**src/cache_sim_consts.svh**
```systemverilog
`ifndef CACHE_SIM_CONSTS_SVH
`define CACHE_SIM_CONSTS_SVH

// Byte address presented with each request
`define CACHE_ADDR_W 32

// One block is 64 bytes, so the low 6 address bits are the offset
`define CACHE_BLOCK_BYTES 64
`define CACHE_OFFSET_W 6

// L1 geometry is 16 sets of 4 ways
`define CACHE_L1_SETS 16
`define CACHE_L1_WAYS 4
`define CACHE_L1_SET_W 4
`define CACHE_L1_TAG_W 22

// L2 geometry is 64 sets of 8 ways
`define CACHE_L2_SETS 64
`define CACHE_L2_WAYS 8
`define CACHE_L2_SET_W 6
`define CACHE_L2_TAG_W 20

// Width of each statistics counter
`define CACHE_COUNT_W 18

`endif
```
**src/hit_miss_counters.sv**
```systemverilog
`default_nettype none

`include "cache_sim_consts.svh"

module hit_miss_counters #(
  parameter int COUNT_W = `CACHE_COUNT_W
) (
  input  logic               clk,
  input  logic               reset,
  input  logic               count_en,
  input  logic               l1_hit,
  input  logic               l2_hit,
  output logic [COUNT_W-1:0] l1_hits,
  output logic [COUNT_W-1:0] l1_misses,
  output logic [COUNT_W-1:0] l2_hits,
  output logic [COUNT_W-1:0] l2_misses
);

  // Next count, held at all ones once it gets there
  function automatic logic [COUNT_W-1:0] sat_inc(input logic [COUNT_W-1:0] value);
    return (&value) ? value : value + 1'b1;
  endfunction

  always_ff @(posedge clk) begin
    if (reset) begin
      l1_hits   <= '0;
      l1_misses <= '0;
      l2_hits   <= '0;
      l2_misses <= '0;
    end else if (count_en) begin
      // Every access is counted once at L1
      if (l1_hit) begin
        l1_hits <= sat_inc(l1_hits);
      end else begin
        l1_misses <= sat_inc(l1_misses);
        // Only accesses that missed L1 reach L2
        if (l2_hit) begin
          l2_hits <= sat_inc(l2_hits);
        end else begin
          l2_misses <= sat_inc(l2_misses);
        end
      end
    end
  end

endmodule

`default_nettype wire

```
**config.mk**
```make
export PLATFORM = sky130hd
export DESIGN_NAME = hit_miss_counters
export DESIGN_NICKNAME = d
export VERILOG_FILES = /design/src/hit_miss_counters.sv
export VERILOG_INCLUDE_DIRS = /design/src /design/src/src
export SDC_FILE = /design/constraint.sdc
export NUM_CORES = 1
export LEC_CHECK = 0
export ABC_AREA = 1
export BUFFER_PORTS_ARGS = -buffer_cell sky130_fd_sc_hd__buf_4
export CAP_MARGIN = 20
export CORE_UTILIZATION = 41
export CTS_BUF_LIST = sky130_fd_sc_hd__clkbuf_8
export DETAILED_ROUTE_END_ITERATION = 10
export GPL_TIMING_DRIVEN = 0
export PLACE_DENSITY = 0.67
export SLEW_MARGIN = 20
export SYNTH_ARGS = -nofsm -noshare
export SYNTH_HDL_FRONTEND = slang
export SYNTH_SLANG_ARGS = --single-unit
```
**constraint.sdc**
```tcl
create_clock -name clk -period 4 [get_ports clk]
set_clock_uncertainty 0.05 [all_clocks]
set_input_delay 0 -clock clk [delete_from_list [all_inputs] [get_ports clk]]
set_output_delay 0 -clock clk [all_outputs]
set_load 0.02 [all_outputs]
```
==> results of run 1 <==
## critical path: stages, from the launching register on
cell and delay [ns]:
dfxtp_1 0.46, ha_1 0.28, inv_1 0.09, nor2_4 0.16, nand2_4 0.10, nor2_8 0.13, nand2_4 0.09, nand2_8 0.10
inv_4 0.05, buf_6 0.13, nand2_1 0.08, a21oi_2 0.05
## area by class of cell
cell class | count | area share [%]
buffer | 23 | 2.50
clock buffer | 9 | 2.31
clock inverter | 7 | 1.05
inverter | 90 | 6.34
multi-input combinational | 520 | 47.0
sequential | 72 | 26.9
tap | 136 | 3.17
timing repair buffer | 76 | 10.7
## worst min-delay path by stage
stage / from / to / slack (ns) / cells past startpoint
after global routing: count_en / l1_hits[8]$_SDFFE_PP0P_ / 0.11 / 4
after floorplan: reset / l2_hits[5]$_SDFFE_PP0P_ / 0.21 / 2
after global placement: reset / l2_hits[5]$_SDFFE_PP0P_ / 0.29 / 2
after detailed placement: reset / l2_hits[5]$_SDFFE_PP0P_ / 0.31 / 2
final: count_en / l1_hits[2]$_SDFFE_PP0P_ / 0.07 / 4
after CTS: count_en / l1_hits[2]$_SDFFE_PP0P_ / 0.06 / 4
## through the flow
stage	utilization (%)	setup slack [ns]	cells	power, uW	hold WS [ns]
2_1_floorplan	-	2.19	705	811	0.209
6_report	51.5	2.09	933	1380	0.0685
3_3_place_gp	49.6	2.13	915	842	0.287
5_1_grt	51.5	1.93	933	1440	0.109
3_5_place_dp	49.6	2.08	915	844	0.311
4_1_cts	51.5	2.07	933	1400	0.0596
## routing by layer
layer / part of all wire, % / wire (um) / vias to the layer above
li1: - / - / 2376
met5: 0 / 0 / -
met3: 4.1 / 449 / 22
met1: 47 / 5160 / 2015
met2: 46 / 5090 / 114
met4: 2.3 / 252 / 0
## state kept, by name, indices dropped and copies added, names as in the netlist
register and count:
l1_misses 18, l1_hits 18, l2_misses 18, l2_hits 18
## power by group through the flow
stage | registers (uW) | clock network (uW) | logic, uW
finish | 733 | 556 | 95.8
global route | 734 | 597 | 107
CTS | 733 | 570 | 96.9
detailed placement | 749 | 0 | 95.0
global placement | 749 | 0 | 92.9
floorplan | 755 | 0 | 56.0
## synth_stat cells, drive strengths merged
library cell | count | area share, %
nand2 | 226 | 21
nor2 | 128 | 12
inv | 90 | 7.7
dfxtp | 72 | 32
nand3 | 54 | 6.2
a21oi | 32 | 4.5
nand4 | 31 | 4.4
xnor2 | 14 | 2.8
clkbuf | 13 | 1.1
buf | 10 | 1.9
xor2 | 10 | 2.0
nand3b | 9 | 1.5
nor3 | 5 | 0.56
ha | 4 | 1.1
o21ai | 4 | 0.45
and2 | 2 | 0.28
or2 | 1 | 0.14
## cell families after synthesis
logic type	after synthesis	synth area share [%]
xor+xnor	24	4.74
compound gates	36	4.91
flops	72	32.5
fa+ha+maj	4	1.13
buf+inv	113	10.7
simple gates	456	46.1
==> out/metrics.csv, run 1 <==
metric;value;unit
vias_per_cell;4.85;
drv_cap;0;
setup_tns;0;ns
worstSetupPathType;register to register;
grt.overflow.total;0;
use_met2;34.4;%
busiest_layer;met2;
final_nets;801;
cp_max_fo;10;
clock_latency;0.36;ns
r2r-start;l2_hits[0]$_SDFFE_PP0P_;
vias;4527;
final.fill_count;1086;
setup_viol;0;
holdBufCountCts;2;
ant_nets;0;
hold_viol_final;0;
crit_end;l2_hits[3]$_SDFFE_PP0P_;
rsz0062_at_grt;no;
final_common_cell;nand2_1;
holdCritPathClass;primary input to register;
powerDensity;258;nW/um^2
route.detailed.drc;0;
clk_pin_slew_worst_paths;0.08;ns
fin_crit_sh;47.7;%
seq_area_frac_synth;32.5;%
crit_arrival;2.09;ns
postLayoutCellArea;5360;um^2
clockBufferDepth;2;
grt_pass1_vias;4115;
wl_per_cell;11.7;um
fmax;524;MHz
intPower;1030;uW
synth_area;4440;um^2
start_kind;register;
die_h;106;um
p_comb_share;6.9;%
reg2reg_to;l2_hits[3]$_SDFFE_PP0P_;
antenna_found_initial;0;
rows;37;
grt_use_met1;25.1;%
reg2reg_slack;2.09;ns
port_buffers;74;
cp.required;4.18;ns
p_seq_share;52.9;%
synth_warnings;0;
multi_input_area;2520;um^2
clock_sinks;72;
p_sw;352;uW
placed_area;5160;um^2
cts_buffers;9;
track_usage;20.3;%
period_needed;1.91;ns
postCtsSetupBuffers;0;
p_sw_share;25.4;%
layout_common_cells;nand2_1, nor2_1, inv_1;
clkPwrFrac;40.2;%
antennaDiodeCount;0;
num_io_pins;77;
endpoint_kind;register;
coreArea;10400;um^2
firstDrtPassIters;6;
critPathLaunch;l2_hits[0]$_SDFFE_PP0P_;
synth_cells;705;
r2r.worst_path.cells;11;
start_util;42.6;%
slew-limit-headroom;58.0;%
cts_resized;0;
gr-usage-met3;3.56;%
gp_congestion;0.923;
drt_wl_total;10.9;mm
syn_nets;714;
grt_pass1_wl;18.3;mm
area_growth;20.9;%
h-tree-depth;3;
status;finished, final reports clean;
worst_pin_slew;0.629;ns
leakage;0.00234;uW
irDropWorstVdd;0.000145;V
syn_avg_cell_area;6.30;um^2
hpwl;8.15;mm
dieArea;11200;um^2
ys_types;31;
regArea;1440;um^2
clock_tree.root_cell;clkbuf_8;
dieWidth;106;um
maxSlewViolCount;0;
yosys_register_bits;72;
cts_tree;done;
drtIter0Drc;144;
drive_gt1_share;17.2;%
grt_max_degree;12;
Note: power is estimated with default switching activity, not from simulation.
==> run 2: changes to the inputs <==
Settings changed: ABC_AREA 1 to 0, PLACE_DENSITY 0.67 to 0.71.
Clock period 4 ns to 1.7 ns, I/O delays scaled along.
==> run 2 against run 1 <==
  * The run now ends with negative setup slack left
  * Cell count is 31% lower
  * Register-to-register slack worse by 2.3 ns
  * Combinational power is 62% higher
  * Core utilization is 13 points higher
  * Critical path type unchanged
  * Worst hold slack worse by 0.020 ns
  * Global-route usage is 0.38 points higher
  * Largest cell class unchanged
  * Critical path depth is 2 lower
  * Via count fell by 22%
  * Total power rose by 140%
==> out/metrics.csv, run 2 <==
metric;value;unit;change
status;complete, but fails checks;;
violations;negative setup slack;;
route.detailed.drc;0;;unchanged
postLayoutCellArea;5340;um^2;-0.37%
powerDensity;629;nW/um^2;+140%
synth.top_cell.area_share;40.3;%;+7.8 points
synth_cells;406;;-42%
antennaDiodeCount;0;;unchanged
fin_crit_sh;115;%;+67 points
clock_sinks;72;;unchanged
grt_max_degree;13;;+1
clock_tree.root_cell;clkbuf_8;;
seq_area_frac_synth;40.3;%;+7.8 points
syn_nets;415;;-42%
firstDrtPassIters;4;;-2
dieWidth;95.4;um;-10%
num_io_pins;77;;unchanged
grt_pass1_wl;14.7;mm;-20%
utilization;64.1;%;+13 points
synthTopCellsByCount;dfxtp_1, nor2_1, xor2_1;;
setup_viol;20;;+20
clk_pin_slew_worst_paths;0.08;ns;about the same
final_common_cell;buf_4;;
endpoint_kind;register;;
max_stage_delay;0.42;ns;-0.04 ns
antenna_found_initial;0;;unchanged
ant_nets;0;;unchanged
syn_avg_cell_area;8.81;um^2;+40%
cp.required;1.87;ns;-2.31 ns
grt_pass1_vias;3146;;-24%
irDropWorstVdd;0.000347;V;+140%
drive_gt1_share;47.0;%;+30 points
rsz0062_at_grt;yes;;
h-tree-depth;3;;unchanged
layout_common_cells;buf_4, nor2_1, xor2_1;;
ys_top_cells_by_area;dfxtp_1, nor2_1, xor2_1, xnor2_1, nand4_1;;
clockBufferDepth;2;;unchanged
crit_chain;ha_4, nand4_1, or3_4, buf_6, buf_6, buf_4, o21ai_2, xnor2_1, nor2_1;;
vias_per_cell;5.49;;+13%
fmax;512;MHz;-2.2%
grt.overflow.total;0;;unchanged
synth_most_common_cell;dfxtp_1;;
wl_per_cell;15.6;um;+33%
yosys_register_bits;72;;unchanged
port_buffers;75;;+1.4%
synth_area;3580;um^2;-19%
holdCritPathClass;primary input to register;;
area_growth;49.3;%;
period_needed;1.95;ns;+0.0436 ns
cp_common_cell;buf_6;;
rows;33;;-11%
dieArea;9110;um^2;-19%
place_ws;-0.271;ns;-2.35 ns
synthArstFlopShare;0;%;unchanged
die_h;95.4;um;-10%
hold_viol_final;0;;unchanged
slew-limit-headroom;58.7;%;+0.68 points
track_usage;20.7;%;+0.38 points
hpwl;6.16;mm;-24%
cts_tree;done;;
drv_cap;0;;unchanged
synth-main-ff-cell;dfxtp_1;;
clock_latency;0.34;ns;-0.02 ns
place_inst;586;;-36%
maxSlewViolCount;0;;unchanged
vias;3547;;-22%
drt_wl_total;10.1;mm;-7.9%
final_nets;545;;-32%
cp_max_fo;5;;-5
worstSetupPathType;register to register;;
cts_buffers;9;;unchanged
setup_slack;-0.252;ns;-2.34 ns
start_util;42.9;%;+0.30 points
ys_types;55;;+77%
placed_area;4340;um^2;-16%
start_kind;register;;
yosysTopAreaCell;dfxtp_1;;
synth_warnings;0;;unchanged
crit_arrival;2.12;ns;+0.03 ns
leakage;0.00207;uW;-12%
instances_no_fill;646;;-31%
drtIter0Drc;103;;-28%
coreArea;8340;um^2;-20%
gp_congestion;0.867;;-6.0%
synth_edf_count;0;;unchanged
cp_slowest_cell;or3_4;;
worst_pin_slew;0.619;ns;-0.0102 ns
==> run 2: changes by cell type after synthesis, moves of 9 or more <==
cell and change:
a21oi_2 -10, xor2_1 +20, and4_1 +9, xnor2_1 +11
nand3b_1 -9, nor2_1 -48, nor3_1 +10, a21oi_1 -10
nand2_2 -9, nand2_1 -193, inv_1 -78, nand4_1 -11
nand3_1 -35
==> run 2: cell type report <==
cell class	count	area [um^2]
multi-input combinational	311	2400
inverter	8	30.0
buffer	14	98.8
sequential	72	1550
clock inverter	6	81.3
fill	671	3000
clock buffer	10	138
tap	105	131
timing repair buffer	120	917
==> run 2: cells by family (layout without fill, tap and decap cells) <==
family | count (synthesis) | in the layout | share of synthesized area [%]
flops | 72 | 72 | 40.3
mux | 6 | 6 | 1.82
buf+inv | 24 | 158 | 3.57
fa+ha+maj | 4 | 4 | 1.40
xor+xnor | 55 | 55 | 13.5
compound gates | 48 | 48 | 8.92
simple gates | 197 | 198 | 30.6
==> run 2: layer usage <==
metal	share of wire, %	GRT usage [%]
met1	44	27.0
met3	4.3	3.67
met4	1.2	6.84
met5	0	0
met2	51	34.3
==> run 2: timing repair <==
action,CTS,global route
gates cloned,0,2
hold buffers,0,0
resized for setup,31,92
setup buffers,14,30
pin swaps,19,38
setup endpoints to repair,50,63
==> run 2: stage by stage <==
| step | hold slack, ns | setup TNS, ns | power [uW] |
|---|---|---|---|
| 2_1_floorplan | 0.226 | -0.581 | 1830 |
| 3_3_place_gp | 0.389 | -3.22 | 1870 |
| 3_5_place_dp | 0.397 | -4.39 | 1880 |
| 4_1_cts | 0.0475 | -2.32 | 3390 |
| 5_1_grt | 0.0732 | -5.01 | 3510 |
| 6_report | 0.0481 | -2.83 | 3360 |
==> run 2: final timing paths <==
check,cells past startpoint,endpoint,from,slack [ns]
max reg2reg,9,l1_hits[7]$_SDFFE_PP0P_,l1_hits[0]$_SDFFE_PP0P_,-0.25
min reg2reg,2,l2_misses[8]$_SDFFE_PP0P_,l2_misses[8]$_SDFFE_PP0P_,0.46
max,9,l1_hits[7]$_SDFFE_PP0P_,l1_hits[0]$_SDFFE_PP0P_,-0.25
min,5,l2_misses[0]$_SDFFE_PP0P_,l2_hit,0.05
==> run 2: critical path: cells and delay by family, from the launching register on <==
| kind | cells | cell delay (ns) |
|---|---|---|
| simple gates | 3 | 0.65 |
| buf+inv | 3 | 0.39 |
| flops | 1 | 0.36 |
| fa+ha+maj | 1 | 0.13 |
| compound gates | 1 | 0.13 |
| xor+xnor | 1 | 0.13 |
==> run 2: power by group <==
part	total [uW]	internal [uW]	switching [uW]	leakage, uW
clock network	1520	862	661	0.000118
logic	155	63.1	91.9	0.00134
registers	1680	1670	13.6	0.000610
==> run 3: changes to the inputs <==
Settings changed: RECOVER_POWER set to 25.
==> run 3 against run 2 <==
  * The run still ends with negative setup slack left
  * Critical path depth is the same
  * Worst hold slack gained 0.00056 ns
  * Largest cell class unchanged
  * Combinational power is essentially flat
  * Routed wire length is essentially flat
  * First-iteration DRC count shrank 3.9%
  * Critical path type unchanged
  * Via count grew 0.31%
  * Total power grew 0.43%
  * Sequential power is essentially flat
  * Register-to-register slack is essentially flat
==> out/metrics.csv, run 3 (synthesis gave the netlist of run 2 again) <==
metric;value;unit;change
worstSetupPathType;register to register;;
holdCritPathClass;primary input to register;;
antenna_found_initial;0;;unchanged
fmax;512;MHz;-0.12%
multi_input_area;2400;um^2;unchanged
route.detailed.drc;0;;unchanged
track_usage;20.7;%;unchanged
clock_sinks;72;;unchanged
drtIter0Drc;99;;-3.9%
clkPwrFrac;45.1;%;-0.2 points
max_stage_delay;0.42;ns;about the same
coreArea;8340;um^2;unchanged
setup_slack;-0.255;ns;-0.00243 ns
irDropWorstVdd;0.000347;V;about the same
grt_max_degree;13;;unchanged
num_io_pins;77;;unchanged
rows;33;;unchanged
violations;negative setup slack;;
leakage;0.00204;uW;-1.2%
powerDensity;640;nW/um^2;+1.7%
grt_pass1_wl;14.7;mm;unchanged
firstDrtPassIters;4;;unchanged
layout_common_cells;buf_4, nor2_1, dfxtp_1;;
hold_viol_final;0;;unchanged
final_common_cell;buf_4;;
vias_per_cell;5.51;;+0.31%
clk_pin_slew_worst_paths;0.08;ns;about the same
worst-path-buf-inv;3;;unchanged
vias;3558;;+0.31%
grt_pass1_vias;3146;;unchanged
p_comb_share;4.6;%;about the same
maxSlewViolCount;0;;unchanged
endpoint_kind;register;;
drt_wl_total;10.1;mm;about the same
dieArea;9110;um^2;unchanged
final_nets;545;;unchanged
cp.required;1.87;ns;about the same
clock_tree.root_cell;clkbuf_8;;
die_h;95.4;um;unchanged
wl_per_cell;15.6;um;about the same
period_needed;1.95;ns;+0.00243 ns
start_util;42.9;%;unchanged
drv_cap;0;;unchanged
fin_hold_ws;0.0487;ns;+0.000560 ns
instances_no_fill;646;;unchanged
regArea;1490;um^2;-3.7%
port_buffers;75;;unchanged
start_kind;register;;
status;complete, but fails checks;;
place_inst;586;;unchanged
antennaDiodeCount;0;;unchanged
cp_common_cell;buf_6;;
clockBufferDepth;2;;unchanged
p_sw;766;uW;about the same
worst_pin_slew;0.614;ns;-0.00507 ns
crit_arrival;2.12;ns;about the same
intPower;2610;uW;+0.57%
fin_crit_sh;115;%;+0.14 points
cp_max_fo;5;;unchanged
cts_buffers;9;;unchanged
setup_viol;37;;+85%
h-tree-depth;3;;unchanged
cts_tree;done;;
p_seq_share;50.3;%;+0.2 points
rsz0062_at_grt;yes;;
drive_gt1_share;42.1;%;-4.8 points
clock_latency;0.34;ns;about the same
slew-limit-headroom;59.1;%;+0.34 points
gp_congestion;0.867;;unchanged
dieWidth;95.4;um;unchanged
area_growth;47.5;%;
grt.overflow.total;0;;unchanged
hpwl;6.16;mm;unchanged
cp_top_family;simple AND/OR/NAND/NOR gates;;
crit_chain;ha_4, nand4_1, or3_4, buf_6, buf_6, buf_4, o21ai_2, xnor2_1, nor2_1;;
final.fill_count;690;;+2.8%
p_sw_share;22.7;%;-0.11 points
ant_nets;0;;unchanged
cp_slowest_cell;or3_4;;
-- run 3: what timing repair did --
action | in CTS | in global routing
gates cloned | 0 | 2
pin swaps | 19 | 38
gates resized for setup | 31 | 92
setup buffers | 14 | 30
setup endpoints to repair | 50 | 63
hold buffers | 0 | 0
-- run 3: worst min-delay path, delay by kind of cell --
kind                      cells  cell delay (ns)
buffers and inverters         1             0.11
and+or+nand+nor               2             0.14
AOI/OAI and AO/OA             1             0.08
xor gates and xnor gates      1             0.07
-- run 3: area by class of cell --
type	instances	share of cell area, %
clock buffer	10	2.61
clock inverter	6	1.54
sequential	72	28.2
tap	105	2.49
buffer	14	1.87
multi-input combinational	311	45.5
inverter	8	0.569
timing repair buffer	120	17.2
-- run 3: path summary, 6_finish.rpt --
path	from	cells after the start	to	slack, ns
worst max-delay path	l1_hits[0]$_SDFFE_PP0P_	9	l1_hits[7]$_SDFFE_PP0P_	-0.25
worst min-delay path	l2_hit	5	l2_misses[0]$_SDFFE_PP0P_	0.05
worst max register to register	l1_hits[0]$_SDFFE_PP0P_	9	l1_hits[7]$_SDFFE_PP0P_	-0.25
worst min register to register	l2_misses[8]$_SDFFE_PP0P_	2	l2_misses[8]$_SDFFE_PP0P_	0.46
-- run 3: metal layers --
| layer | part of all wire (%) | wire length (um) | global-route usage, % | vias to the layer above |
|---|---|---|---|---|
| met4 | 1.2 | 124 | 6.84 | 0 |
| met1 | 44 | 4400 | 27.0 | 1745 |
| met2 | 51 | 5100 | 34.3 | 100 |
| met3 | 4.6 | 461 | 3.67 | 11 |
| met5 | 0 | 0 | 0 | - |
| li1 | - | - | - | 1702 |
-- run 3: power by group through the flow --
stage | logic (uW) | registers [uW] | clock network [uW]
final | 155 | 1700 | 1520
after global routing | 172 | 1700 | 1650
after CTS | 141 | 1700 | 1540
after detailed placement | 130 | 1750 | 0
after global placement | 129 | 1750 | 0
after floorplan | 68.7 | 1760 | 0
-- run 3: through the flow --
| step | setup WS [ns] | setup TNS [ns] | power, uW | instance area (um^2) | utilization (%) |
|---|---|---|---|---|---|
| after floorplan | -0.183 | -0.581 | 1830 | 3640 | - |
| after global placement | -0.236 | -3.22 | 1870 | 4340 | 52.0 |
| after detailed placement | -0.271 | -4.39 | 1880 | 4340 | 52.0 |
| after CTS | -0.216 | -2.32 | 3390 | 4760 | 57.0 |
| after global routing | -0.337 | -8.85 | 3530 | 5280 | 63.3 |
| final | -0.255 | -4.03 | 3380 | 5280 | 63.3 |
