<file path="src/cache_sim_consts.svh">
`ifndef CACHE_SIM_CONSTS_SVH
`define CACHE_SIM_CONSTS_SVH

// Byte address presented with each request
`define CACHE_ADDR_W 32

// One block is 64 bytes, so the low 6 address bits are the offset
`define CACHE_BLOCK_BYTES 64
`define CACHE_OFFSET_W 6

// L1 geometry is 16 sets of 4 ways
`define CACHE_L1_SETS 16
`define CACHE_L1_WAYS 4
`define CACHE_L1_SET_W 4
`define CACHE_L1_TAG_W 22

// L2 geometry is 64 sets of 8 ways
`define CACHE_L2_SETS 64
`define CACHE_L2_WAYS 8
`define CACHE_L2_SET_W 6
`define CACHE_L2_TAG_W 20

// Width of each statistics counter
`define CACHE_COUNT_W 18

`endif
</file>
<file path="src/cache_sim_pkg.sv">
`default_nettype none

`include "cache_sim_consts.svh"

package cache_sim_pkg;

  //////////////////////////////
  // Address views
  //////////////////////////////

  // Address split the way L1 indexes it
  typedef struct packed {
    logic [`CACHE_L1_TAG_W-1:0] tag;
    logic [`CACHE_L1_SET_W-1:0] set_index;
    logic [`CACHE_OFFSET_W-1:0] offset;
  } l1_view_t;

  // Same address split for L2, with fewer tag bits and more set bits
  typedef struct packed {
    logic [`CACHE_L2_TAG_W-1:0] tag;
    logic [`CACHE_L2_SET_W-1:0] set_index;
    logic [`CACHE_OFFSET_W-1:0] offset;
  } l2_view_t;

  // One request word, read as raw bits or through either level's view
  typedef union packed {
    logic [`CACHE_ADDR_W-1:0] raw;
    l1_view_t l1;
    l2_view_t l2;
  } cache_addr_t;

  // Lookup sequencing, one request in flight at a time
  typedef enum logic [1:0] {IDLE, SEARCH, UPDATE, RESPOND} lookup_state_t;

endpackage

`default_nettype wire

</file>
<file path="src/tag_lookup_if.sv">
`default_nettype none

// Connects the lookup FSM to one level's tag array
interface tag_lookup_if #(
  parameter int TAG_W = 22,
  parameter int SET_W = 4
);

  // Tag and set of the address being looked up
  logic [TAG_W-1:0] tag;
  logic [SET_W-1:0] set_index;

  // Replacement policy of the request, 1 selects LRU and 0 selects FIFO
  logic replace_lru;

  // Array commits its set update on the edge ending a cycle with this high
  logic update_en;

  // Combinational match of tag against the valid ways of set_index
  logic hit;

  modport fsm_side (
    output tag, set_index, replace_lru, update_en,
    input  hit
  );

  modport array_side (
    input  tag, set_index, replace_lru, update_en,
    output hit
  );

endinterface

`default_nettype wire

</file>
<file path="src/lookup_fsm.sv">
`default_nettype none

module lookup_fsm (
  input  logic                      clk,
  input  logic                      reset,
  input  logic                      req_valid,
  input  cache_sim_pkg::cache_addr_t req_addr,
  input  logic                      req_replace_lru,
  output logic                      req_ready,
  output logic                      resp_valid,
  output logic                      resp_l1_hit,
  output logic                      resp_l2_hit,
  output logic                      count_en,
  tag_lookup_if.fsm_side            l1_port,
  tag_lookup_if.fsm_side            l2_port
);

  import cache_sim_pkg::*;

  lookup_state_t state;
  lookup_state_t state_next;

  // Captured request
  cache_addr_t addr_q;
  logic lru_q;

  // Hit flags sampled at the end of SEARCH
  logic l1_hit_q;
  logic l2_hit_q;

  //////////////////////////////
  // State sequencing
  //////////////////////////////

  // Each accepted request walks SEARCH, UPDATE and RESPOND exactly once
  always_comb begin
    state_next = state;
    unique case (state)
      IDLE:    if (req_valid) state_next = SEARCH;
      SEARCH:  state_next = UPDATE;
      UPDATE:  state_next = RESPOND;
      RESPOND: state_next = IDLE;
      default: state_next = IDLE;
    endcase
  end

  always_ff @(posedge clk) begin
    if (reset) begin
      state    <= IDLE;
      l1_hit_q <= 1'b0;
      l2_hit_q <= 1'b0;
    end else begin
      state <= state_next;
      // Both arrays compare in SEARCH; an L1 hit masks the L2 result
      if (state == SEARCH) begin
        l1_hit_q <= l1_port.hit;
        l2_hit_q <= l2_port.hit & ~l1_port.hit;
      end
    end
  end

  // Address and policy are only meaningful while a request is in flight
  always_ff @(posedge clk) begin
    if (req_valid && req_ready) begin
      addr_q <= req_addr;
      lru_q  <= req_replace_lru;
    end
  end

  //////////////////////////////
  // Array ports
  //////////////////////////////

  // Each level sees the captured address through its own split
  assign l1_port.tag         = addr_q.l1.tag;
  assign l1_port.set_index   = addr_q.l1.set_index;
  assign l1_port.replace_lru = lru_q;
  assign l2_port.tag         = addr_q.l2.tag;
  assign l2_port.set_index   = addr_q.l2.set_index;
  assign l2_port.replace_lru = lru_q;

  // L1 always updates; L2 is only touched when the access reached it
  assign l1_port.update_en = (state == UPDATE);
  assign l2_port.update_en = (state == UPDATE) && !l1_hit_q;

  //////////////////////////////
  // Requester side
  //////////////////////////////

  assign req_ready   = (state == IDLE);
  assign resp_valid  = (state == RESPOND);
  assign resp_l1_hit = l1_hit_q;
  assign resp_l2_hit = l2_hit_q;

  // Counters move on the same edge as the arrays
  assign count_en = (state == UPDATE);

endmodule

`default_nettype wire

</file>
<file path="src/flat_wrapper.sv">
// flat-port wrapper written by rule: the top's interface ports become plain ports
module lookup_fsm_flat import cache_sim_pkg::*;
  (clk, reset, req_valid, req_addr, req_replace_lru, req_ready, resp_valid, resp_l1_hit, resp_l2_hit, count_en, l1_port_tag, l1_port_set_index, l1_port_replace_lru, l1_port_update_en, l1_port_hit, l2_port_tag, l2_port_set_index, l2_port_replace_lru, l2_port_update_en, l2_port_hit);
  tag_lookup_if l1_port_i ();
  tag_lookup_if l2_port_i ();
  input  logic clk;
  input  logic reset;
  input  logic req_valid;
  input  cache_sim_pkg::cache_addr_t req_addr;
  input  logic req_replace_lru;
  output logic req_ready;
  output logic resp_valid;
  output logic resp_l1_hit;
  output logic resp_l2_hit;
  output logic count_en;
  output wire logic [$bits(l1_port_i.tag)-1:0] l1_port_tag;
  output wire logic [$bits(l1_port_i.set_index)-1:0] l1_port_set_index;
  output wire logic [$bits(l1_port_i.replace_lru)-1:0] l1_port_replace_lru;
  output wire logic [$bits(l1_port_i.update_en)-1:0] l1_port_update_en;
  input wire logic [$bits(l1_port_i.hit)-1:0] l1_port_hit;
  output wire logic [$bits(l2_port_i.tag)-1:0] l2_port_tag;
  output wire logic [$bits(l2_port_i.set_index)-1:0] l2_port_set_index;
  output wire logic [$bits(l2_port_i.replace_lru)-1:0] l2_port_replace_lru;
  output wire logic [$bits(l2_port_i.update_en)-1:0] l2_port_update_en;
  input wire logic [$bits(l2_port_i.hit)-1:0] l2_port_hit;
  assign l1_port_tag = l1_port_i.tag;
  assign l1_port_set_index = l1_port_i.set_index;
  assign l1_port_replace_lru = l1_port_i.replace_lru;
  assign l1_port_update_en = l1_port_i.update_en;
  assign l1_port_i.hit = l1_port_hit;
  assign l2_port_tag = l2_port_i.tag;
  assign l2_port_set_index = l2_port_i.set_index;
  assign l2_port_replace_lru = l2_port_i.replace_lru;
  assign l2_port_update_en = l2_port_i.update_en;
  assign l2_port_i.hit = l2_port_hit;
  lookup_fsm u_core (.clk(clk), .reset(reset), .req_valid(req_valid), .req_addr(req_addr), .req_replace_lru(req_replace_lru), .req_ready(req_ready), .resp_valid(resp_valid), .resp_l1_hit(resp_l1_hit), .resp_l2_hit(resp_l2_hit), .count_en(count_en), .l1_port(l1_port_i), .l2_port(l2_port_i));
endmodule
</file>
<file path="config.mk">
export PLATFORM = sky130hd
export DESIGN_NAME = lookup_fsm_flat
export DESIGN_NICKNAME = d
export VERILOG_FILES = /design/src/cache_sim_pkg.sv /design/src/tag_lookup_if.sv /design/src/lookup_fsm.sv /design/src/flat_wrapper.sv
export VERILOG_INCLUDE_DIRS = /design/src /design/src/src
export SDC_FILE = /design/constraint.sdc
export NUM_CORES = 1
export LEC_CHECK = 0
export BUFFER_PORTS_ARGS = -buffer_cell sky130_fd_sc_hd__clkbuf_2
export CORE_MARGIN = 1.5
export CORE_UTILIZATION = 43
export CTS_BUF_LIST = sky130_fd_sc_hd__clkbuf_8
export CTS_CLUSTER_DIAMETER = 30
export DETAILED_ROUTE_END_ITERATION = 16
export PLACE_DENSITY = 0.95
export SLEW_MARGIN = 10
export SYNTH_ARGS = -nofsm -noshare
export SYNTH_HDL_FRONTEND = slang
export SYNTH_SLANG_ARGS = --single-unit
</file>
<file path="constraint.sdc">
create_clock -name clk -period 3.1 [get_ports clk]
set_input_delay 0.62 -clock clk [delete_from_list [all_inputs] [get_ports clk]]
set_output_delay 0.62 -clock clk [all_outputs]
set_load 0.02 [all_outputs]
</file>
==> metrics, run 1 <==
status completed; endpoint class of the critical path primary output; Clk pwr share 0.201; vias 849; Num CTS Buffers 5; share of cells above drive strength 1 0.642; nets 193; all-layer global routing usage 0.148; setup tns final 0 ns; post-CTS setup repair buffer count 0; DRC Markers 0; Fin. Hold Viols 0; WL final 2.33 mm; worst vdd ir 0.000651 V; fin area 0.00162 mm2; final period demand of the worst path 1.95 ns; core area 0.00276 mm2; total gr overflow 0; Die Ht 57.1 um; r2r setup slk 1.52 ns; initial core utilization 0.456; IO Pins 99; post-CTS resize count 0; H-tree Lvls 2; placed cell count 174; max-cap viol count 0; Crit path arrival time 1.33 ns; Reg power frac 0.434; pin count of the biggest net entering global routing 28; clk_skew 0.00165 ns; maximum clock path buffer count 2; RSZ-0062 raised after global routing false; Layout Utilization 0.588; final worst path period share 0.628; P_int 0.883 mW; Critical R2R Launch u_core.state[0]$_SDFFE_PP0P_; Seq cells post-synth 31; Slew HR 0.584; Skew-Pair Late Insertion Delay 0.27 ns; Via density 4.66; DR WL/cell 12.8 um; Hold EP u_core.resp_l2_hit$_SDFFE_PP0N_; CTS tree done; Port Buf Inserts 90; most common library cell in the layout ignoring fill and taps clkbuf_2; GP Congestion 0.683; Sink Count 31; switch share 0.384; Seq/Total Area, Yosys 0.709; Pleak 0.799 nW; combinational power share 0.365; Slew @ Worst Pin 0.625 ns; Die Footprint 0.00325 mm2; Worst R2R Path Depth 3; NetSw 0.550 mW; Die X-Extent 57.1 um; kind of critical path register to primary output; Hold WC Path Type register to register; Max Freq 513 MHz; Post-DP HPWL 1.85 mm; dpl cell area 0.00154 mm2; Power Dens Cells 884 mW/mm2; vias in the first global route 784; Worst R2R End u_core.addr_q[25]$_DFFE_PP_; final slew viol count 0; crit path max fanout 4; most frequent cells in the layout clkbuf_2, edfxtp_1, ha_1, clkbuf_8; Netlist cell types 14; DRT Pass-1 Iters 4; # diodes 0; syn avg cell area 15.7 um2; CP Launch Type register; yosys warns 0; remaining antenna violation count 0; endpoints failing setup 0; cells after synthesis 80; CTS Hold Buffers Added 0; # rows 19; initial antenna violation count 0; Hold Path Depth 2; min-delay src u_core.resp_l2_hit$_SDFFE_PP0N_; global-route wire length before repair 3.44 mm; CTS Root Cell clkbuf_8; drt initial violations 10; P&R area growth vs syn 29.0%; non-filler cells, final 182; Synth Cell Area 0.00126 mm2; clock-pin slew on the worst setup and hold paths 0.06 ns; CP required 2.48 ns
[critical path, stage by stage (launching register included)]
cell	delay, ns
dfxtp_1	0.39
inv_1	0.11
ha_1	0.26
nor2b_1	0.14
clkbuf_2	0.15
[layout make-up]
type | count | area (um2)
flip-flops and latches | 31 | 891
multi-input cells | 20 | 151
well taps | 31 | 38.8
repair buffers | 90 | 450
clock inverters | 3 | 12.5
clock buffers | 5 | 68.8
fillers | 227 | 1140
inverters | 2 | 7.51
[power groups by stage]
stage               combinational, mW  clock (mW)  sequential, mW
floorplan                       0.331           0           0.719
global placement                0.512           0           0.623
detailed placement              0.525           0           0.633
CTS                             0.527       0.298           0.625
global route                    0.555       0.320           0.635
finish                          0.523       0.287           0.622
[worst max path at each step]
stage                                  endpoint  slack [ns]                    startpoint
global route                  l2_port_update_en        1.07  u_core.state[0]$_SDFFE_PP0P_
CTS                           l2_port_update_en        1.14  u_core.state[0]$_SDFFE_PP0P_
global placement    u_core.addr_q[27]$_DFFE_PP_        1.48                     req_valid
finish                        l2_port_update_en        1.15  u_core.state[0]$_SDFFE_PP0P_
detailed placement   u_core.addr_q[8]$_DFFE_PP_        1.45                     req_valid
floorplan                     l2_port_update_en        1.38  u_core.state[0]$_SDFFE_PP0P_
[stage by stage]
stage | setup WS (ns) | hold WS, ns | power, mW
after floorplan | 1.38 | 0.505 | 1.05
after global placement | 1.48 | 0.459 | 1.13
after detailed placement | 1.45 | 0.471 | 1.16
after CTS | 1.14 | 0.480 | 1.45
after global routing | 1.07 | 0.495 | 1.51
final | 1.15 | 0.476 | 1.43
[synthesized netlist by cell type]
| master | n | area (um2) |
|---|---|---|
| nor2b_1 | 1 | 6.26 |
| dfxtp_1 | 4 | 80.1 |
| nor2_1 | 4 | 15.0 |
| conb_1 | 1 | 3.75 |
| buf_4 | 28 | 210 |
| a21oi_1 | 1 | 5.00 |
| mux2i_1 | 2 | 20.0 |
| and2_2 | 1 | 7.51 |
| ha_1 | 5 | 62.6 |
| inv_1 | 2 | 7.51 |
| edfxtp_1 | 27 | 811 |
| nand2b_1 | 2 | 12.5 |
| nand3b_1 | 1 | 7.51 |
| a211oi_1 | 1 | 7.51 |
[flip-flops by register name (all words and copies together), names as in the netlist]
register                    cells
u_core.state                    2
u_core.resp_l2_hit              1
u_core.addr_q                  26
u_core.resp_l1_hit              1
u_core.l1_port.replace_lru      1
[layer usage]
layer,vias up,global-route usage,part of all wire
met2,74,0.248,0.51
met5,-,0,0
met3,2,0.0930,0.16
met4,0,0.0498,0.0039
met1,389,0.151,0.33
li1,384,-,-
[logic make-up after synthesis]
family,after synthesis,synth area share
flops,31,0.709
buf+inv,30,0.173
compound gates,2,0.00996
simple gates,9,0.0388
mux,2,0.0159
other cells,1,0.00299
fa+ha+maj,5,0.0498
Note: power is estimated with default switching activity, not from simulation.
==> run 2, diff against run 1 <==
CORE_UTILIZATION = 40   (was 43)
PLACE_DENSITY = 0.92   (was 0.95)
clock period = 1.9 ns   (was 3.1 ns; I/O delays follow)
==> run 2 against run 1 <==
Hold slack worse by 0.20 ns. Clock-buffer cell count unchanged. Clock power up 67%. Clock skew up 0.0019 ns. Non-clock buffer count up 1. Combinational power up 63%. Core utilization down 4.4 points. Wire length up 1.2%. Register-to-register slack worse by 1.0 ns. Total power up 64%. Critical endpoint unchanged.
==> metrics, run 2 (synthesis gave the netlist of run 1 again) <==
Die X-Extent 59.0 um (+3.5%); nets 194 (+0.52%); most common library cell in the layout ignoring fill and taps clkbuf_2; core area 0.00303 mm2 (+9.8%); max-cap viol count 0 (unchanged); remaining antenna violation count 0 (unchanged); CTS Root Cell clkbuf_8; CTS Hold Buffers Added 0 (unchanged); H-tree Lvls 2 (unchanged); Max Freq 600 MHz; Hold WC Path Type input port to register; Reg power frac 0.432 (-0.002); most frequent cells in the layout clkbuf_2, edfxtp_1, ha_1, clkbuf_8; switch share 0.381 (-0.00252); clock-pin slew on the worst setup and hold paths 0.06 ns (about the same); kind of critical path register to primary output; CP required 1.52 ns (-0.96 ns); DRC Markers 0 (unchanged); final slew viol count 0 (unchanged); Port Buf Inserts 90 (unchanged); maximum clock path buffer count 2 (unchanged); NetSw 0.894 mW (+63%); worst vdd ir 0.000409 V (-37%); Top Registers u_core.addr_q (26), u_core.state (2); DRT Pass-1 Iters 3 (-1); vias in the first global route 738 (-5.9%); post-CTS setup repair buffer count 0 (unchanged); Power Dens Cells 1420 mW/mm2 (+61%); setup tns final 0 ns (unchanged); Crit path arrival time 1.29 ns (-0.04 ns); Clk pwr share 0.205 (+0.004); largest reg by FF count u_core.addr_q; drt initial violations 16 (+6); max FFs per register 26 (unchanged); combinational power share 0.363 (-0.002); CP Launch Type register; Via density 4.26 (-8.7%); post-CTS resize count 0 (unchanged); pin count of the biggest net entering global routing 28 (unchanged); Setup WS pre-CTS 0.477 ns (-0.976 ns); clk_skew 0.00350 ns (+0.00185 ns); vias 835 (-1.6%); global-route wire length before repair 3.25 mm (-5.6%); P&R area growth vs syn 31.1%; Pleak 0.801 nW (+0.28%); final period demand of the worst path 1.67 ns; WL final 2.36 mm (+1.2%); GP Congestion 0.731 (+7.0%); Num CTS Buffers 5 (unchanged); P_int 1.45 mW (+64%); Fin. Hold Viols 0 (unchanged); Die Footprint 0.00349 mm2 (+7.1%); Post-DP HPWL 1.94 mm (+4.9%); Die Ht 59.0 um (+3.5%); CTS tree done; slack of the critical path 0.233 ns (-0.920 ns); endpoints failing setup 0 (unchanged); initial antenna violation count 0 (unchanged); Skew-Pair Late Insertion Delay 0.28 ns (about the same); # rows 20 (+1); share of cells above drive strength 1 0.658 (+0.0155); IO Pins 99 (unchanged); status completed; crit path max fanout 4 (unchanged); RSZ-0062 raised after global routing false; Sink Count 31 (unchanged); final worst path period share 0.878; DR WL/cell 12.0 um (-6.1%); initial core utilization 0.415 (-0.0407); endpoint class of the critical path primary output; all-layer global routing usage 0.137 (-0.0110); # diodes 0 (unchanged); total gr overflow 0 (unchanged)
## run 2: cell count changes in the layout (fill, tap and decap cells not counted)
cell and change:
clkinv_2 +2, inv_1 -2, buf_4 +1
## run 2: critical path, stage by stage, from the launching register on
cell and delay [ns]:
dfxtp_1 0.38, inv_1 0.10, ha_1 0.24, nor2b_1 0.14, clkbuf_2 0.15
## run 2: stage by stage
step | instances | cell area, um2 | hold WS, ns | utilization | total power [mW]
2_1_floorplan | 81 | 1260 | 0.449 | - | 1.71
3_3_place_gp | 188 | 1560 | 0.455 | 0.516 | 1.86
3_5_place_dp | 188 | 1560 | 0.469 | 0.516 | 1.89
4_1_cts | 196 | 1650 | 0.266 | 0.544 | 2.38
5_1_grt | 196 | 1650 | 0.256 | 0.544 | 2.50
6_report | 196 | 1650 | 0.274 | 0.544 | 2.35
## run 2: final cells by class
type,count,area (um2)
Multi-Input combinational cell,20,151
Clock buffer,5,68.8
Clock inverter,3,15.0
Timing Repair Buffer,91,458
Fill cell,261,1380
Sequential cell,31,891
Inverter,2,7.51
Tap cell,44,55.1
## run 2: worst paths after layout
check,from,end,slack (ns),cells past startpoint
hold reg to reg,u_core.resp_l2_hit$_SDFFE_PP0N_,u_core.resp_l2_hit$_SDFFE_PP0N_,0.47,2
hold / removal,req_addr[20],u_core.addr_q[20]$_DFFE_PP_,0.27,1
setup / recovery,u_core.state[0]$_SDFFE_PP0P_,l2_port_update_en,0.23,4
setup reg to reg,u_core.state[0]$_SDFFE_PP0P_,u_core.addr_q[22]$_DFFE_PP_,0.48,4
## run 2: routing by layer
| metal | vias to the layer above | wire [um] | global-route usage |
|---|---|---|---|
| li1 | 384 | - | - |
| met3 | 6 | 234 | 0.0699 |
| met5 | - | 0 | 0 |
| met1 | 391 | 746 | 0.116 |
| met2 | 54 | 1340 | 0.256 |
| met4 | 0 | 37 | 0.0682 |
## run 2: power groups by stage
stage               clock [mW]  sequential (mW)  combinational, mW
detailed placement           0             1.03              0.864
finish                   0.480             1.01              0.853
global route             0.533             1.03              0.933
CTS                      0.495             1.02              0.865
global placement             0             1.02              0.840
floorplan                    0             1.17              0.540
==> run 3, diff against run 2 <==
CORE_MARGIN = 4   (was 1.5)
==> run 3 against run 2 <==
Fmax rose by 0.85%. Sequential power barely moved. Clock power fell by 5.2%. Critical path depth unchanged. Clock-buffer cell count unchanged. Largest cell class unchanged. Largest power group unchanged. Highest routed layer unchanged.
==> metrics, run 3 (synthesis gave the netlist of run 1 again) <==
# diodes 0 (unchanged); Reg power frac 0.430 (-0.002); Die Footprint 0.00410 mm2 (+18%); final worst path period share 0.870 (-0.00737); maximum clock path buffer count 2 (unchanged); max FFs per register 26 (unchanged); clock-pin slew on the worst setup and hold paths 0.06 ns (about the same); nets 194 (unchanged); DR WL met2 1.26 mm (-6.3%); core area 0.00303 mm2 (unchanged); GP Congestion 0.660 (-9.7%); Hold WC Path Type input port to register; placed cell count 188 (unchanged); final period demand of the worst path 1.65 ns (-0.0140 ns); remaining antenna violation count 0 (unchanged); Fin. Hold Viols 0 (unchanged); routed length on met3 359 um (+53%); clk_skew 0.00157 ns (-0.00193 ns); RSZ-0062 raised after global routing false; largest reg by FF count u_core.addr_q; endpoints failing setup 0 (unchanged); post-CTS setup repair buffer count 0 (unchanged); metal1 wirelength 861 um (+15%); Die X-Extent 64.0 um (+8.5%); Crit path arrival time 1.27 ns (-0.02 ns); crit path max fanout 4 (unchanged); dpl cell area 0.00158 mm2 (+0.80%); P&R area growth vs syn 31.6%; # rows 20 (unchanged); P_int 1.46 mW (+0.74%); worst hold slack 0.281 ns (+0.00669 ns); status completed; Worst R2R Path Depth 4 (unchanged); Skew-Pair Late Insertion Delay 0.27 ns (about the same); Top Registers u_core.addr_q (26), u_core.state (2); CTS Root Cell clkbuf_8; number of fillers in the final layout 276 (+5.7%); drt initial violations 12 (-4); DRT Pass-1 Iters 3 (unchanged); vias in the first global route 743 (+0.68%); post-CTS resize count 0 (unchanged); Num CTS Buffers 5 (unchanged); Power Dens Cells 1420 mW/mm2 (-0.36%); global-route wire length before repair 3.59 mm (+11%); share of cells above drive strength 1 0.649 (-0.00889); max-cap viol count 0 (unchanged); initial antenna violation count 0 (unchanged); CTS Hold Buffers Added 0 (unchanged); CTS tree done; switch share 0.377 (-0.00443); non-filler cells, final 195 (-0.51%); Via density 4.12 (-3.3%); H-tree Lvls 2 (unchanged); WL final 2.51 mm (+6.3%); IO Pins 99 (unchanged); Sink Count 31 (unchanged); vias 803 (-3.8%); Layout Utilization 0.546 (+0.00207); initial core utilization 0.415 (unchanged); DR WL/cell 12.9 um (+6.9%); combinational power share 0.376 (+0.013); endpoint class of the critical path primary output; all-layer global routing usage 0.121 (-0.0153); Pleak 0.799 nW (-0.30%); NetSw 0.884 mW (-1.1%); total gr overflow 0 (unchanged); pin count of the biggest net entering global routing 19 (-32%); final slew viol count 0 (unchanged); fin area 0.00165 mm2 (+0.38%); worst vdd ir 0.000596 V (+46%); Hold Path Depth 1 (unchanged); Clk pwr share 0.194 (-0.011); CP required 1.52 ns (about the same); Port Buf Inserts 90 (unchanged); DRC Markers 0 (unchanged); CP Launch Type register; kind of critical path register to primary output; Die Ht 64.0 um (+8.5%); most frequent cells in the layout clkbuf_2, edfxtp_1, ha_1, clkbuf_8; setup tns final 0 ns (unchanged); most common library cell in the layout ignoring fill and taps clkbuf_2; Max Freq 605 MHz (+0.85%); Top Layer Used met4
==> run 3: area by class of cell <==
type / count / area, um2 / share of cell area
well taps: 44 / 55.1 / 0.0333
multi-input cells: 20 / 151 / 0.0916
inverters: 2 / 7.51 / 0.00454
clock inverters: 2 / 8.76 / 0.00530
repair buffers: 91 / 470 / 0.285
clock buffers: 5 / 68.8 / 0.0416
flip-flops and latches: 31 / 891 / 0.539
==> run 3: power by group through the flow <==
stage          clock network (mW)  logic [mW]  registers, mW
2_1_floorplan                   0       0.540           1.17
3_3_place_gp                    0       0.880           1.02
3_5_place_dp                    0       0.893           1.03
4_1_cts                     0.476       0.896           1.01
5_1_grt                     0.504       0.944           1.03
6_report                    0.455       0.881           1.01
==> run 3: critical path: stages (launching register included) <==
cell      delay (ns)
dfxtp_1         0.37
inv_1           0.10
ha_1            0.24
nor2b_1         0.14
clkbuf_2        0.15
==> run 3: per-layer routing <==
metal,track usage,vias up
met5,0,-
met4,0.0566,0
met3,0.0685,5
met2,0.208,59
met1,0.117,355
li1,-,384
==> run 3: through the flow <==
step | setup WS (ns) | total power [mW]
floorplan | 0.423 | 1.71
global placement | 0.511 | 1.90
detailed placement | 0.490 | 1.92
CTS | 0.215 | 2.39
global route | 0.107 | 2.48
finish | 0.247 | 2.35
==> run 3: worst paths after layout <==
path                            slack [ns]                             from                         endpoint
worst max-delay path                  0.25     u_core.state[0]$_SDFFE_PP0P_                l2_port_update_en
worst max register to register        0.50     u_core.state[0]$_SDFFE_PP0P_      u_core.addr_q[18]$_DFFE_PP_
worst min-delay path                  0.28                     req_addr[29]      u_core.addr_q[29]$_DFFE_PP_
worst min register to register        0.48  u_core.resp_l2_hit$_SDFFE_PP0N_  u_core.resp_l2_hit$_SDFFE_PP0N_
